<file path="config.mk">
export PLATFORM = sky130hd
export DESIGN_NAME = soc_ctrl_top
export DESIGN_NICKNAME = d
export VERILOG_FILES = /design/src/soc_ctrl_pkg.sv /design/src/soc_ctrl_regif.sv /design/src/soc_pad_cfg_bank.sv /design/src/soc_watchdog.sv /design/src/soc_rto_monitor.sv /design/src/soc_ctrl_top.sv
export SDC_FILE = /design/constraint.sdc
export NUM_CORES = 2
export LEC_CHECK = 0
export BUFFER_PORTS_ARGS = -buffer_cell sky130_fd_sc_hd__buf_4
export CAP_MARGIN = 15
export CORE_UTILIZATION = 40
export DETAILED_ROUTE_END_ITERATION = 8
export HOLD_SLACK_MARGIN = 0.02
export PLACE_DENSITY = 0.73
export SLEW_MARGIN = 20
export SYNTH_ARGS = -nofsm -noshare
export SYNTH_HDL_FRONTEND = slang
export SYNTH_HIERARCHICAL = 1
export SYNTH_SLANG_ARGS = --single-unit
</file>
<file path="constraint.sdc">
create_clock -name HCLK -period 3.2 [get_ports HCLK]
set_clock_uncertainty 0.05 [all_clocks]
set_input_delay 0.16 -clock HCLK [delete_from_list [all_inputs] [get_ports HCLK]]
set_output_delay 0.16 -clock HCLK [all_outputs]
set_load 0.03 [all_outputs]
</file>
<file path="src/soc_ctrl_pkg.sv">
`default_nettype none

package soc_ctrl_pkg;

  localparam int unsigned ADDR_W     = 12;
  localparam int unsigned DATA_W     = 32;
  localparam int unsigned N_IO       = 64;
  localparam int unsigned PAD_IDX_W  = 6;
  localparam int unsigned PADCFG_W   = 6;
  localparam int unsigned PADMUX_W   = 2;
  localparam int unsigned WD_CNT_W   = 31;
  localparam int unsigned RTO_CNT_W  = 20;
  localparam int unsigned NB_MASTER  = 8;
  localparam int unsigned NB_CORES   = 4;
  localparam int unsigned NB_CLUSTERS = 1;
  localparam int unsigned JTAG_REG_W = 8;

  typedef logic [ADDR_W-1:0]    addr_t;
  typedef logic [DATA_W-1:0]    word_t;
  typedef logic [PAD_IDX_W-1:0] pad_idx_t;
  typedef logic [PADCFG_W-1:0]  pad_cfg_t;
  typedef logic [PADMUX_W-1:0]  pad_mux_t;
  typedef logic [WD_CNT_W-1:0]  wd_count_t;
  typedef logic [RTO_CNT_W-1:0] rto_count_t;

  localparam word_t BUILD_STAMP = 32'h5C0C_0001;

  // Register map
  localparam addr_t REG_INFO           = 12'h000;
  localparam addr_t REG_FCBOOT         = 12'h004;
  localparam addr_t REG_FCFETCH        = 12'h008;
  localparam addr_t REG_BUILD          = 12'h00C;
  localparam addr_t REG_WCFGFUN        = 12'h060;
  localparam addr_t REG_RCFGFUN        = 12'h064;
  localparam addr_t REG_JTAGREG        = 12'h074;
  localparam addr_t REG_BOOTSEL        = 12'h0C4;
  localparam addr_t REG_CLKSEL         = 12'h0C8;
  localparam addr_t REG_WD_COUNT       = 12'h0D0;
  localparam addr_t REG_WD_CONTROL     = 12'h0D4;
  localparam addr_t REG_RESET_REASON   = 12'h0D8;
  localparam addr_t REG_RTO_PERIPHERAL = 12'h0E0;
  localparam addr_t REG_RTO_COUNT      = 12'h0E4;
  localparam addr_t REG_EFPGA_RESET    = 12'h0E8;
  localparam addr_t REG_EFPGA_ENABLE   = 12'h0EC;
  localparam addr_t REG_EFPGA_CONTROL  = 12'h0F0;
  localparam addr_t REG_EFPGA_STATUS   = 12'h0F4;
  localparam addr_t REG_EFPGA_VERSION  = 12'h0F8;
  localparam addr_t REG_SOFT_RESET     = 12'h0FC;

  // Reset values and fixed codes
  localparam word_t      BOOTADDR_RST  = 32'h1A00_0080;
  localparam wd_count_t  WD_COUNT_RST  = 31'd32768;
  localparam rto_count_t RTO_COUNT_RST = 20'h000FF;
  localparam logic [15:0] WD_KICK_CODE = 16'h6699;
  localparam word_t      ERR_DATA      = 32'hDEAD_BEEF;
  localparam word_t      PAD_ERR_DATA  = 32'h0095_BEEF;

  typedef enum logic [1:0] {
    IDLE,
    READ,
    WRITE,
    WAIT
  } bus_state_e;

endpackage

`default_nettype wire

</file>
<file path="src/soc_ctrl_regif.sv">
`timescale 1ns/1ps
`default_nettype none

module soc_ctrl_regif (
  input  wire logic                              HCLK,
  input  wire logic                              HRESETn,
  input  wire soc_ctrl_pkg::addr_t               paddr_i,
  input  wire soc_ctrl_pkg::word_t               pwdata_i,
  input  wire logic                              pwrite_i,
  input  wire logic                              psel_i,
  input  wire logic                              penable_i,
  output soc_ctrl_pkg::word_t                    prdata_o,
  output logic                                   pready_o,
  output logic                                   pslverr_o,
  input  wire logic                              bootsel_i,
  input  wire logic                              dmactive_i,
  input  wire logic                              sel_fll_clk_i,
  input  wire logic [soc_ctrl_pkg::JTAG_REG_W-1:0] soc_jtag_reg_i,
  output logic [soc_ctrl_pkg::JTAG_REG_W-1:0]    soc_jtag_reg_o,
  input  wire soc_ctrl_pkg::word_t               efpga_status_i,
  input  wire logic [7:0]                        efpga_version_i,
  output soc_ctrl_pkg::word_t                    fc_bootaddr_o,
  output logic                                   fc_fetchen_o,
  output logic [3:0]                             efpga_reset_o,
  output logic [5:0]                             efpga_enable_o,
  output soc_ctrl_pkg::word_t                    efpga_control_o,
  output logic                                   soft_reset_o,
  output logic                                   pad_we_o,
  output soc_ctrl_pkg::pad_idx_t                 pad_wr_idx_o,
  output soc_ctrl_pkg::pad_cfg_t                 pad_wr_cfg_o,
  output soc_ctrl_pkg::pad_mux_t                 pad_wr_mux_o,
  output soc_ctrl_pkg::pad_idx_t                 pad_rd_idx_o,
  input  wire soc_ctrl_pkg::pad_cfg_t            pad_rd_cfg_i,
  input  wire soc_ctrl_pkg::pad_mux_t            pad_rd_mux_i,
  output logic                                   wd_count_we_o,
  output logic                                   wd_ctrl_we_o,
  output soc_ctrl_pkg::word_t                    wd_wdata_o,
  output logic                                   rr_clear_o,
  input  wire soc_ctrl_pkg::wd_count_t           wd_count_i,
  input  wire soc_ctrl_pkg::wd_count_t           wd_current_i,
  input  wire logic                              wd_enabled_i,
  input  wire logic [1:0]                        reset_reason_i,
  output logic                                   rto_count_we_o,
  output soc_ctrl_pkg::word_t                    rto_wdata_o,
  output logic                                   rto_flags_clear_o,
  input  wire soc_ctrl_pkg::rto_count_t          rto_count_i,
  input  wire logic [soc_ctrl_pkg::NB_MASTER-1:0] periph_rto_i
);
  import soc_ctrl_pkg::*;

  bus_state_e state;
  pad_idx_t   r_pad_idx;                        // Pad selected for RCFGFUN reads
  logic [JTAG_REG_W-1:0] jtag_sync_q1;
  logic [JTAG_REG_W-1:0] jtag_sync_q2;

  logic       in_window;
  logic [7:0] win_idx;
  logic       win_valid;
  logic       wr_act;
  logic       wr_hit;
  logic       rd_hit;
  word_t      rd_data;

  assign in_window = (paddr_i[11:10] == 2'b01);  // 0x400 to 0x7FC
  assign win_idx   = paddr_i[9:2];
  assign win_valid = (win_idx < 8'(N_IO));
  assign wr_act    = (state == WRITE);

  assign pad_wr_idx_o = in_window ? win_idx[PAD_IDX_W-1:0] : pwdata_i[PAD_IDX_W-1:0];
  assign pad_wr_cfg_o = in_window ? pwdata_i[8 +: PADCFG_W] : pwdata_i[24 +: PADCFG_W];
  assign pad_wr_mux_o = in_window ? pwdata_i[0 +: PADMUX_W] : pwdata_i[16 +: PADMUX_W];
  assign pad_rd_idx_o = in_window ? win_idx[PAD_IDX_W-1:0] : r_pad_idx;
  assign wd_wdata_o   = pwdata_i;
  assign rto_wdata_o  = pwdata_i;

  // Write decode and datapath strobes
  always_comb begin
    wr_hit            = 1'b1;
    pad_we_o          = 1'b0;
    wd_count_we_o     = 1'b0;
    wd_ctrl_we_o      = 1'b0;
    rto_count_we_o    = 1'b0;
    rto_flags_clear_o = 1'b0;
    if (in_window) begin
      pad_we_o = wr_act && win_valid;           // Out of range index is dropped
    end else begin
      case (paddr_i)
        REG_WCFGFUN:        pad_we_o = wr_act;
        REG_WD_COUNT:       wd_count_we_o = wr_act;
        REG_WD_CONTROL:     wd_ctrl_we_o = wr_act;
        REG_RTO_COUNT:      rto_count_we_o = wr_act;
        REG_RTO_PERIPHERAL: rto_flags_clear_o = wr_act;
        REG_FCBOOT, REG_FCFETCH, REG_RCFGFUN, REG_JTAGREG, REG_EFPGA_RESET,
        REG_EFPGA_ENABLE, REG_EFPGA_CONTROL, REG_SOFT_RESET: wr_hit = 1'b1;
        default:            wr_hit = 1'b0;
      endcase
    end
  end

  // Read mux
  always_comb begin
    rd_hit  = 1'b1;
    rd_data = '0;
    if (in_window) begin
      rd_data = win_valid ? {18'h0, pad_rd_cfg_i, 6'h0, pad_rd_mux_i} : PAD_ERR_DATA;
    end else begin
      case (paddr_i)
        REG_INFO:           rd_data = {16'(NB_CORES), 16'(NB_CLUSTERS)};
        REG_FCBOOT:         rd_data = fc_bootaddr_o;
        REG_FCFETCH:        rd_data = {31'h0, fc_fetchen_o};
        REG_BUILD:          rd_data = BUILD_STAMP;
        REG_WCFGFUN, REG_RCFGFUN:
          rd_data = {2'b0, pad_rd_cfg_i, 6'h0, pad_rd_mux_i, 10'h0, r_pad_idx};
        REG_JTAGREG:        rd_data = word_t'({jtag_sync_q2, soc_jtag_reg_o});
        REG_BOOTSEL:        rd_data = {dmactive_i, bootsel_i, 30'h0};
        REG_CLKSEL:         rd_data = {31'h0, sel_fll_clk_i};
        REG_WD_COUNT:       rd_data = {1'b0, wd_count_i};
        REG_WD_CONTROL:     rd_data = {wd_enabled_i, wd_current_i};
        REG_RESET_REASON:   rd_data = {30'h0, reset_reason_i};
        REG_RTO_PERIPHERAL: rd_data = word_t'(periph_rto_i);
        REG_RTO_COUNT:      rd_data = word_t'(rto_count_i);
        REG_EFPGA_RESET:    rd_data = word_t'(efpga_reset_o);
        REG_EFPGA_ENABLE:   rd_data = word_t'(efpga_enable_o);
        REG_EFPGA_CONTROL:  rd_data = efpga_control_o;
        REG_EFPGA_STATUS:   rd_data = efpga_status_i;
        REG_EFPGA_VERSION:  rd_data = word_t'(efpga_version_i);
        default: begin
          rd_hit  = 1'b0;
          rd_data = ERR_DATA;
        end
      endcase
    end
  end

  always_ff @(posedge HCLK or negedge HRESETn) begin
    if (!HRESETn) begin
      jtag_sync_q1 <= '0;
      jtag_sync_q2 <= '0;
    end else begin
      jtag_sync_q1 <= soc_jtag_reg_i;
      jtag_sync_q2 <= jtag_sync_q1;
    end
  end

  always_ff @(posedge HCLK) begin
    if (state == READ) begin
      prdata_o <= rd_data;
    end
  end

  always_ff @(posedge HCLK or negedge HRESETn) begin
    if (!HRESETn) begin
      state           <= IDLE;
      pready_o        <= 1'b0;
      pslverr_o       <= 1'b0;
      soft_reset_o    <= 1'b0;
      rr_clear_o      <= 1'b0;
      r_pad_idx       <= '0;
      soc_jtag_reg_o  <= '0;
      fc_bootaddr_o   <= BOOTADDR_RST;
      fc_fetchen_o    <= 1'b1;                  // Core fetches out of reset
      efpga_reset_o   <= '0;
      efpga_enable_o  <= '0;
      efpga_control_o <= '0;
    end else begin
      soft_reset_o <= 1'b0;
      rr_clear_o   <= 1'b0;
      case (state)
        IDLE: begin
          if (psel_i && penable_i) begin
            state <= pwrite_i ? WRITE : READ;
          end
        end
        READ: begin
          state      <= WAIT;
          pready_o   <= 1'b1;
          pslverr_o  <= !rd_hit;
          rr_clear_o <= !in_window && (paddr_i == REG_RESET_REASON);  // Clear-on-read
          if (in_window && win_valid) begin
            r_pad_idx <= win_idx[PAD_IDX_W-1:0];
          end
        end
        WRITE: begin
          state     <= WAIT;
          pready_o  <= 1'b1;
          pslverr_o <= !wr_hit;
          if (in_window) begin
            if (win_valid) begin
              r_pad_idx <= win_idx[PAD_IDX_W-1:0];
            end
          end else begin
            case (paddr_i)
              REG_FCBOOT:        fc_bootaddr_o <= pwdata_i;
              REG_FCFETCH:       fc_fetchen_o <= pwdata_i[0];
              REG_WCFGFUN,
              REG_RCFGFUN:       r_pad_idx <= pwdata_i[PAD_IDX_W-1:0];
              REG_JTAGREG:       soc_jtag_reg_o <= pwdata_i[JTAG_REG_W-1:0];
              REG_EFPGA_RESET:   efpga_reset_o <= pwdata_i[3:0];
              REG_EFPGA_ENABLE:  efpga_enable_o <= pwdata_i[5:0];
              REG_EFPGA_CONTROL: efpga_control_o <= pwdata_i;
              REG_SOFT_RESET:    soft_reset_o <= 1'b1;
              default: ;
            endcase
          end
        end
        WAIT: begin
          state     <= IDLE;
          pready_o  <= 1'b0;
          pslverr_o <= 1'b0;
        end
        default: state <= IDLE;
      endcase
      if (soft_reset_o) begin                   // Restore configuration defaults
        r_pad_idx       <= '0;
        efpga_reset_o   <= '0;
        efpga_enable_o  <= '0;
        efpga_control_o <= '0;
      end
    end
  end

endmodule

`default_nettype wire

</file>
<file path="src/soc_pad_cfg_bank.sv">
`timescale 1ns/1ps
`default_nettype none

module soc_pad_cfg_bank (
  input  wire logic                   HCLK,
  input  wire logic                   HRESETn,
  input  wire logic                   soft_reset_i,
  input  wire logic                   we_i,
  input  wire soc_ctrl_pkg::pad_idx_t wr_idx_i,
  input  wire soc_ctrl_pkg::pad_cfg_t wr_cfg_i,
  input  wire soc_ctrl_pkg::pad_mux_t wr_mux_i,
  input  wire soc_ctrl_pkg::pad_idx_t rd_idx_i,
  output soc_ctrl_pkg::pad_cfg_t      rd_cfg_o,
  output soc_ctrl_pkg::pad_mux_t      rd_mux_o,
  output soc_ctrl_pkg::pad_cfg_t [soc_ctrl_pkg::N_IO-1:0] pad_cfg_o,
  output soc_ctrl_pkg::pad_mux_t [soc_ctrl_pkg::N_IO-1:0] pad_mux_o
);
  import soc_ctrl_pkg::*;

  // Combinational read port
  assign rd_cfg_o = pad_cfg_o[rd_idx_i];
  assign rd_mux_o = pad_mux_o[rd_idx_i];

  always_ff @(posedge HCLK or negedge HRESETn) begin
    if (!HRESETn) begin
      pad_cfg_o <= '1;                          // Pads come up with all config bits set
      pad_mux_o <= '0;
    end else if (soft_reset_i) begin
      pad_cfg_o <= '1;
      pad_mux_o <= '0;
    end else if (we_i) begin
      pad_cfg_o[wr_idx_i] <= wr_cfg_i;
      pad_mux_o[wr_idx_i] <= wr_mux_i;
    end
  end

endmodule

`default_nettype wire

</file>
<file path="src/soc_watchdog.sv">
`timescale 1ns/1ps
`default_nettype none

module soc_watchdog (
  input  wire logic                    HCLK,
  input  wire logic                    HRESETn,
  input  wire logic                    wd_tick_i,
  input  wire logic                    stoptimer_i,
  input  wire logic                    count_we_i,
  input  wire logic                    ctrl_we_i,
  input  wire soc_ctrl_pkg::word_t     wdata_i,
  input  wire logic                    rr_clear_i,
  output soc_ctrl_pkg::wd_count_t      wd_count_o,
  output soc_ctrl_pkg::wd_count_t      wd_current_o,
  output logic                         wd_enabled_o,
  output logic [1:0]                   reset_reason_o,
  output logic                         wd_expired_o
);
  import soc_ctrl_pkg::*;

  logic kick;
  logic reload;
  logic tick_en;
  logic expire;

  assign kick    = ctrl_we_i && wd_enabled_o && (wdata_i[15:0] == WD_KICK_CODE);
  assign reload  = (ctrl_we_i && wdata_i[31]) || kick;
  assign tick_en = wd_tick_i && wd_enabled_o && !stoptimer_i && (wd_current_o != '0);
  assign expire  = tick_en && (wd_current_o == wd_count_t'(1));

  // Reload value and enable, locked once running
  always_ff @(posedge HCLK or negedge HRESETn) begin
    if (!HRESETn) begin
      wd_count_o   <= WD_COUNT_RST;
      wd_enabled_o <= 1'b0;
    end else begin
      if (count_we_i && !wd_enabled_o) begin
        wd_count_o <= wdata_i[WD_CNT_W-1:0];
      end
      if (ctrl_we_i && wdata_i[31]) begin
        wd_enabled_o <= 1'b1;                   // Only HRESETn disables it again
      end
    end
  end

  always_ff @(posedge HCLK or negedge HRESETn) begin
    if (!HRESETn) begin
      wd_current_o <= WD_COUNT_RST;
      wd_expired_o <= 1'b0;
    end else if (reload) begin
      wd_current_o <= wd_count_o;
      wd_expired_o <= 1'b0;
    end else if (tick_en) begin
      wd_current_o <= wd_current_o - wd_count_t'(1);
      if (expire) begin
        wd_expired_o <= 1'b1;                   // Held until the next reload
      end
    end
  end

  // Bit 0 power-on, bit 1 watchdog expiry
  always_ff @(posedge HCLK or negedge HRESETn) begin
    if (!HRESETn) begin
      reset_reason_o <= 2'b01;
    end else begin
      if (rr_clear_i) begin
        reset_reason_o <= 2'b00;
      end
      if (expire) begin
        reset_reason_o[1] <= 1'b1;
      end
    end
  end

endmodule

`default_nettype wire

</file>
<file path="src/soc_rto_monitor.sv">
`timescale 1ns/1ps
`default_nettype none

module soc_rto_monitor (
  input  wire logic                                HCLK,
  input  wire logic                                HRESETn,
  input  wire logic                                soft_reset_i,
  input  wire logic                                start_rto_i,
  input  wire logic [soc_ctrl_pkg::NB_MASTER-1:0]  peripheral_rto_i,
  input  wire logic                                count_we_i,
  input  wire soc_ctrl_pkg::word_t                 wdata_i,
  input  wire logic                                flags_clear_i,
  output soc_ctrl_pkg::rto_count_t                 rto_count_o,
  output logic [soc_ctrl_pkg::NB_MASTER-1:0]       periph_rto_o,
  output logic                                     rto_o
);
  import soc_ctrl_pkg::*;

  rto_count_t rto_cnt;                          // Running countdown

  always_ff @(posedge HCLK or negedge HRESETn) begin
    if (!HRESETn) begin
      rto_count_o  <= RTO_COUNT_RST;
      periph_rto_o <= '0;
    end else if (soft_reset_i) begin
      rto_count_o  <= RTO_COUNT_RST;
      periph_rto_o <= '0;
    end else begin
      if (count_we_i) begin
        rto_count_o <= {wdata_i[19:4], 4'hF};   // Low nibble always set
      end
      if (flags_clear_i) begin
        periph_rto_o <= '0;
      end else begin
        periph_rto_o <= periph_rto_o | peripheral_rto_i;  // Sticky per master
      end
    end
  end

  always_ff @(posedge HCLK or negedge HRESETn) begin
    if (!HRESETn) begin
      rto_cnt <= RTO_COUNT_RST;
      rto_o   <= 1'b0;
    end else begin
      rto_cnt <= start_rto_i ? rto_cnt - rto_count_t'(1) : rto_count_o;
      rto_o   <= (rto_cnt == '0);
    end
  end

endmodule

`default_nettype wire

</file>
<file path="src/soc_ctrl_top.sv">
`timescale 1ns/1ps
`default_nettype none

module soc_ctrl_top (
  input  wire logic                                HCLK,
  input  wire logic                                HRESETn,
  input  wire soc_ctrl_pkg::addr_t                 paddr_i,
  input  wire soc_ctrl_pkg::word_t                 pwdata_i,
  input  wire logic                                pwrite_i,
  input  wire logic                                psel_i,
  input  wire logic                                penable_i,
  output soc_ctrl_pkg::word_t                      prdata_o,
  output logic                                     pready_o,
  output logic                                     pslverr_o,
  input  wire logic                                bootsel_i,
  input  wire logic                                dmactive_i,
  input  wire logic                                sel_fll_clk_i,
  input  wire logic [soc_ctrl_pkg::JTAG_REG_W-1:0] soc_jtag_reg_i,
  output logic [soc_ctrl_pkg::JTAG_REG_W-1:0]      soc_jtag_reg_o,
  output soc_ctrl_pkg::word_t                      fc_bootaddr_o,
  output logic                                     fc_fetchen_o,
  input  wire soc_ctrl_pkg::word_t                 efpga_status_i,
  input  wire logic [7:0]                          efpga_version_i,
  output logic [3:0]                               efpga_reset_o,
  output logic [5:0]                               efpga_enable_o,
  output soc_ctrl_pkg::word_t                      efpga_control_o,
  output logic                                     soft_reset_o,
  output soc_ctrl_pkg::pad_cfg_t [soc_ctrl_pkg::N_IO-1:0] pad_cfg_o,
  output soc_ctrl_pkg::pad_mux_t [soc_ctrl_pkg::N_IO-1:0] pad_mux_o,
  input  wire logic                                wd_tick_i,
  input  wire logic                                stoptimer_i,
  output logic                                     wd_expired_o,
  input  wire logic                                start_rto_i,
  input  wire logic [soc_ctrl_pkg::NB_MASTER-1:0]  peripheral_rto_i,
  output logic                                     rto_o
);
  import soc_ctrl_pkg::*;

  logic       pad_we;
  pad_idx_t   pad_wr_idx;
  pad_cfg_t   pad_wr_cfg;
  pad_mux_t   pad_wr_mux;
  pad_idx_t   pad_rd_idx;
  pad_cfg_t   pad_rd_cfg;
  pad_mux_t   pad_rd_mux;
  logic       wd_count_we;
  logic       wd_ctrl_we;
  word_t      wd_wdata;
  logic       rr_clear;
  wd_count_t  wd_count;
  wd_count_t  wd_current;
  logic       wd_enabled;
  logic [1:0] reset_reason;
  logic       rto_count_we;
  word_t      rto_wdata;
  logic       rto_flags_clear;
  rto_count_t rto_count;
  logic [NB_MASTER-1:0] periph_rto;

  soc_ctrl_regif u_regif (
    .HCLK, .HRESETn,
    .paddr_i, .pwdata_i, .pwrite_i, .psel_i, .penable_i,
    .prdata_o, .pready_o, .pslverr_o,
    .bootsel_i, .dmactive_i, .sel_fll_clk_i,
    .soc_jtag_reg_i, .soc_jtag_reg_o,
    .efpga_status_i, .efpga_version_i,
    .fc_bootaddr_o, .fc_fetchen_o,
    .efpga_reset_o, .efpga_enable_o, .efpga_control_o,
    .soft_reset_o,
    .pad_we_o       (pad_we),
    .pad_wr_idx_o   (pad_wr_idx),
    .pad_wr_cfg_o   (pad_wr_cfg),
    .pad_wr_mux_o   (pad_wr_mux),
    .pad_rd_idx_o   (pad_rd_idx),
    .pad_rd_cfg_i   (pad_rd_cfg),
    .pad_rd_mux_i   (pad_rd_mux),
    .wd_count_we_o  (wd_count_we),
    .wd_ctrl_we_o   (wd_ctrl_we),
    .wd_wdata_o     (wd_wdata),
    .rr_clear_o     (rr_clear),
    .wd_count_i     (wd_count),
    .wd_current_i   (wd_current),
    .wd_enabled_i   (wd_enabled),
    .reset_reason_i (reset_reason),
    .rto_count_we_o (rto_count_we),
    .rto_wdata_o    (rto_wdata),
    .rto_flags_clear_o (rto_flags_clear),
    .rto_count_i    (rto_count),
    .periph_rto_i   (periph_rto)
  );

  soc_pad_cfg_bank u_pad_bank (
    .HCLK, .HRESETn,
    .soft_reset_i (soft_reset_o),
    .we_i     (pad_we),
    .wr_idx_i (pad_wr_idx),
    .wr_cfg_i (pad_wr_cfg),
    .wr_mux_i (pad_wr_mux),
    .rd_idx_i (pad_rd_idx),
    .rd_cfg_o (pad_rd_cfg),
    .rd_mux_o (pad_rd_mux),
    .pad_cfg_o, .pad_mux_o
  );

  soc_watchdog u_watchdog (
    .HCLK, .HRESETn,
    .wd_tick_i, .stoptimer_i,
    .count_we_i     (wd_count_we),
    .ctrl_we_i      (wd_ctrl_we),
    .wdata_i        (wd_wdata),
    .rr_clear_i     (rr_clear),
    .wd_count_o     (wd_count),
    .wd_current_o   (wd_current),
    .wd_enabled_o   (wd_enabled),
    .reset_reason_o (reset_reason),
    .wd_expired_o
  );

  soc_rto_monitor u_rto (
    .HCLK, .HRESETn,
    .soft_reset_i  (soft_reset_o),
    .start_rto_i, .peripheral_rto_i,
    .count_we_i    (rto_count_we),
    .wdata_i       (rto_wdata),
    .flags_clear_i (rto_flags_clear),
    .rto_count_o   (rto_count),
    .periph_rto_o  (periph_rto),
    .rto_o
  );

endmodule

`default_nettype wire

</file>
Word-level counts from Yosys, hierarchy flattened
Cells that the tools add are included.
{ "word_totals": {"reg_bits": 770, "latchBits": 0, "ram_bits": 0, "rom_bits": 0, "wordCells": 312, "n_memories": 0} }
{ "op_classes": {"addsub": 2, "mul": 0, "div_mod_pow": 0, "n_lt_le_gt_ge": 4, "n_eq_ne": 30, "shift": 0, "n_mux": 74, "bitwise_logic": 2, "reduce_logical": 47} }
{ "ops": {"columns": ["cell", "n"], "rows": [
  ["384-bit two-way mux", 2],
  ["32-bit one-hot mux with 18 select lines", 1],
  ["384-bit bitwise mux", 1],
  ["128-bit two-way mux", 2],
  ["32-bit two-way mux", 5],
  ["12-bit by 8-bit equality test with 1-bit output, second input constant", 13],
  ["128-bit bitwise mux", 1],
  ["6-bit two-way mux", 14],
  ["31-bit two-way mux", 2],
  ["20-bit two-way mux", 3],
  ["6-bit binary-select mux with 6-bit select", 1],
  ["6-bit demux with 6-bit select", 1],
  ["12-bit by 7-bit equality test with 1-bit output, second input constant", 3],
  ["31-bit by 1-bit equality test with 1-bit output, second input constant", 1],
  ["31-bit nonzero test", 1],
  ["31-bit by 1-bit subtractor with 31-bit output, second input constant", 1],
  ["12-bit by 4-bit equality test with 1-bit output, second input constant", 2],
  ["24-bit two-way mux", 1],
  ["1-bit two-way mux", 22],
  ["20-bit logical NOT", 1],
  ["2-bit nonzero test", 10],
  ["20-bit by 1-bit subtractor with 20-bit output, second input constant", 1],
  ["19-bit OR reduction", 1],
  ["3-bit AND reduction", 6],
  ["other kinds (32)", 63]
]} }

Logic depth before layout (Yosys ltp)
{ "logic_depth": {"ltp_word": 9, "ltp_mapped": 16, "depth_no_buf": 11} }

Hierarchy
Netlist, hierarchy kept.
{ "by_module_without_submodules": {"columns": ["module", "instances", "cells_each", "area_each_um2"], "rows": [
  ["soc_pad_cfg_bank", 1, 2395, 26001.2],
  ["soc_ctrl_regif", 1, 807, 8246.7],
  ["soc_watchdog", 1, 296, 3191.8],
  ["soc_rto_monitor", 1, 195, 2072.0]
]} }

Least setup slack after synthesis
OpenSTA, ideal clock, no wires.
{ "synth_timing": {"path_type": "input-to-reg", "start": "input paddr_i[3]", "end": "register u_regif.prdata_o[16] (data pin)", "arrival_ps": 3124, "t_required_ps": 2880, "setup_slack_ps": -244, "stages": 14, "path_buffers": 5, "path_cell_list": "buf_2 > clkbuf_1 > buf_1 > nand2_1 > nand2_1 > buf_2 > buf_2 > mux4_2 > mux4_2 > o211ai_1 > o21ai_1 > a32o_1 > a221oi_1 > a21oi_1"} }
{ "synth_between": {"elab_chain_len": 5, "elab_cells_between_ends": 27, "classes_between": "1 x order compare; 18 x eq/ne; 6 x mux; 2 x reduce/logical"} }
{ "synth_lines": {"columns": ["element", "line", "rtl"], "rows": [
  ["start, declared", "soc_ctrl_top.sv:7", "input wire soc_ctrl_pkg::addr_t paddr_i,"],
  ["6-bit two-way mux", "soc_ctrl_regif.sv:72", "assign pad_rd_idx_o = in_window ? win_idx[PAD_IDX_W-1:0] : r_pad_idx;"],
  ["via pad_rd_idx[1]", "soc_ctrl_top.sv:43", "pad_idx_t pad_rd_idx;"],
  ["2-bit binary-select mux with 6-bit select", "soc_pad_cfg_bank.sv:22", "assign rd_mux_o = pad_mux_o[rd_idx_i];"],
  ["2-bit two-way mux (implied by the code)", "soc_pad_cfg_bank.sv:22", null],
  ["via pad_rd_mux[0]", "soc_ctrl_top.sv:45", "pad_mux_t pad_rd_mux;"],
  ["32-bit one-hot mux with 18 select lines", "soc_ctrl_regif.sv:107", "case (paddr_i)"],
  ["32-bit two-way mux", "soc_ctrl_regif.sv:104", "if (in_window) begin"],
  ["via u_regif.rd_data[16]", "soc_ctrl_regif.sv:62", "word_t rd_data;"],
  ["end signal, assigned", "soc_ctrl_regif.sv:147", "prdata_o <= rd_data;"],
  ["end, declared", "soc_ctrl_regif.sv:12", "output soc_ctrl_pkg::word_t prdata_o,"]
]} }
The timed path passes the listed nets, and every way through them passes these cells. The select of a mux whose other input is x is not followed.
A chain may end at the register's enable or synchronous reset.

Final worst setup path
{ "layout_timing": {"start": "register u_regif.r_pad_idx[0]", "end": "register u_regif.prdata_o[28] (data pin)"} }
{ "layout_between": {"elab_chain_len": 5} }
{ "layout_lines": {"columns": ["element", "line", "rtl"], "rows": [
  ["start, declared", "soc_ctrl_regif.sv:52", "pad_idx_t r_pad_idx;"],
  ["start signal, assigned", "soc_ctrl_regif.sv:180", "r_pad_idx <= win_idx[PAD_IDX_W-1:0];"],
  ["start signal, assigned", "soc_ctrl_regif.sv:189", "r_pad_idx <= win_idx[PAD_IDX_W-1:0];"],
  ["start signal, assigned", "soc_ctrl_regif.sv:196", "REG_RCFGFUN: r_pad_idx <= pwdata_i[PAD_IDX_W-1:0];"],
  ["6-bit two-way mux", "soc_ctrl_regif.sv:72", null],
  ["via pad_rd_idx[0]", "soc_ctrl_top.sv:43", null],
  ["6-bit binary-select mux with 6-bit select", "soc_pad_cfg_bank.sv:21", "assign rd_cfg_o = pad_cfg_o[rd_idx_i];"],
  ["6-bit two-way mux (implied by the code)", "soc_pad_cfg_bank.sv:21", null],
  ["via pad_rd_cfg[4]", "soc_ctrl_top.sv:44", "pad_cfg_t pad_rd_cfg;"],
  ["32-bit one-hot mux with 18 select lines", "soc_ctrl_regif.sv:107", null],
  ["32-bit two-way mux", "soc_ctrl_regif.sv:104", null]
]} }
The timed path passes the listed nets, and every way through them passes these cells. The select of a mux whose other input is x is not followed.

==> results.tsv <==
metric	value	unit
cp_max_fo	11	
crit_start	u_regif/r_pad_idx[0]$_DFFE_PN0P_	
cts-root-buf	clkbuf_16	
grt_pass1_wl	257000	µm
hold_ws	0.0671	ns
io_buffer_count	742	
tritoncts	yes	
syn_avg_cell_area	10.7	µm²
finalNetCount	4650	
post-route-util	53.0	%
critPathSlowestCell	mux4_2	
num_vias	36400	
grt_pass1_vias	34600	
ir_worst_vdd	450	µV
setup_viol	0	
hold_start	efpga_status_i[28]	
critPathKind	flop to flop	
end_kind	flop	
vias_per_cell	6.19	
fp.dieH	316	µm
num_io_pins	743	
synthesis.area	39400	µm²
die_width	316	µm
clk_pin_slew	0.06	ns
finalHoldViolCount	0	
hold_path.class	input port to flop	
reg2reg_depth	10	
totalWireLength	184000	µm
grt_max_degree	154	
report.final.slew_viol_count	0	
die-area	99700	µm²
slew-limit-headroom	38.6	%
drc	0	
place_inst	5623	
clock_sinks	766	
drtPass1Iterations	8	
fin_cells	5881	
leakage	24.6	nW
gp_congestion	1.03	
timing.rr.start	u_regif/r_pad_idx[0]$_DFFE_PN0P_	
ant_nets	0	
cp_cell_sequence	nand2_1 > nand2_4 > buf_12 > buf_4 > mux4_2 > mux4_2 > mux2_2 > a22o_4 > a22oi_1 > a31oi_1	
clock_path_buffers	3	
power_density	525	nW/µm²
synth_cells	3677	
max_cap_violations	0	
clock.fmax	314	MHz
area_delta_synth_final	30.7	%
htree_levels	3	
grt_antenna_before_repair	2	
yosys_warnings	6	
cp-start-kind	flop	
layout-drive-gt1-share	40.5	%
wl_per_cell	31.3	µm
worst_ep_arrival_time	3.53	ns
grt_use_total	35.7	%
cp_data_required_time	3.55	ns
drt_iter0_drc	5704	
cts-buffers-inserted	86	
outcome	finished, final reports clean	
max_stage_delay	0.54	ns
clk_latency	0.69	ns
dpl.hpwl	137000	µm
coreArea	97100	µm²
hold_depth	4	
grt_overflow_total	0	
finalCritPeriodShare	99.6	%
r2r_setup_slack	0.01	ns
start_util	40.6	%
row_count	114	
period_minus_slack	3.19	ns
tightest_slew	0.921	ns
cpMostUsedCell	mux4_2	
stage by stage:
step	setup TNS (ns)	worst slack [ns]	area, µm²	power (mW)
2_1_floorplan	0	0.0236	39400	13.8
3_3_place_gp	-2.36	-0.594	47500	16.3
3_5_place_dp	-2.97	-0.607	47500	16.4
4_1_cts	-0.00230	-0.00228	51300	26.9
5_1_grt	-0.0529	-0.0529	51500	27.7
6_report	0	0.0133	51500	27.0
power breakdown:
group	internal, mW	switching (mW)	total, mW
clock	5.94	4.44	10.4
combinational	2.30	3.67	5.97
sequential	10.3	0.406	10.7
path summary, 6_finish.rpt:
kind / to
worst min register to register: u_regif/jtag_sync_q2[1]$_DFF_PN0_
worst max register to register: u_regif/prdata_o[28]$_SDFFCE_PP0N_
worst min-delay path: u_regif/prdata_o[28]$_SDFFCE_PP0N_
min in group asynchronous: u_regif/fc_bootaddr_o[27]$_DFFE_PN1P_
worst max-delay path: u_regif/prdata_o[28]$_SDFFCE_PP0N_
max in group asynchronous: u_pad_bank/pad_cfg_o[179]$_DFFE_PN1P_
per-layer routing:
layer,vias up,routed length (µm),GRT usage [%]
li1,14900,-,-
met1,18400,66400,43.9
met2,2599,86900,57.7
met3,502,20800,10.6
met4,2,10000,16.7
met5,-,7,0
cell usage in the layout (no fill, tap or decap), drive strengths merged, types with 12 or more instances in the layout:
master and n:
or3 12, dfrtp 330, edfxtp 32, a22o 37, o22ai 13, nor4 20, mux4 129, clkinv 30
mux2i 101, nand3b 167, inv 21, clkbuf 123, nor2 262, dlygate4sd3 87, buf 1026, nand4 14
a22oi 56, a21oi 155, xnor2 13, a221oi 12, mux2 101, o21ai 90, nor2b 170, dfstp 404
nor3 34, nand2 631, a211o 227, xor2 24, a31oi 26, nand3 89
layout make-up:
class	count	area [µm²]
diodes	2	5.00
clock buffers	122	2510
clock inverters	39	442
fillers	8381	45600
inverters	18	67.6
multi-input cells	2544	17900
flip-flops and latches	766	19800
well taps	1276	1600
repair buffers	1114	9140
worst max-delay path, delay by kind of cell (launching register included):
kind,cells,cell delay (ns)
AND/OR/NAND/NOR,2,0.25
buffers and inverters,2,0.29
AO/OA/AOI/OAI,3,0.58
flip-flops,1,0.36
multiplexers,3,1.37
registers in the layout, summed over array words and instances (netlist names), 2 cells and up:
signal / flops
u_regif/jtag_sync_q2: 8
u_regif/prdata_o: 32
u_watchdog/reset_reason_o: 2
u_regif/efpga_control_o: 32
u_rto/periph_rto_o: 8
u_regif/fc_bootaddr_o: 32
u_regif/jtag_sync_q1: 8
u_regif/soc_jtag_reg_o: 8
u_regif/efpga_reset_o: 4
u_regif/state: 2
u_regif/efpga_enable_o: 6
u_watchdog/wd_count_o: 31
u_rto/rto_count_o: 16
u_pad_bank/pad_cfg_o: 384
u_rto/rto_cnt: 20
u_watchdog/wd_current_o: 31
u_pad_bank/pad_mux_o: 128
u_regif/r_pad_idx: 6
timing repair:
item                                   in CTS  in global routing
resized for setup                           6                 12
pin swaps                                   0                  4
hold buffers                               86                  1
buffers inserted                            0                  6
endpoints found under the hold margin     531                  1
cloned                                      0                  2
setup endpoints to repair                   3                 10
(Power assumes the default switching activity.)
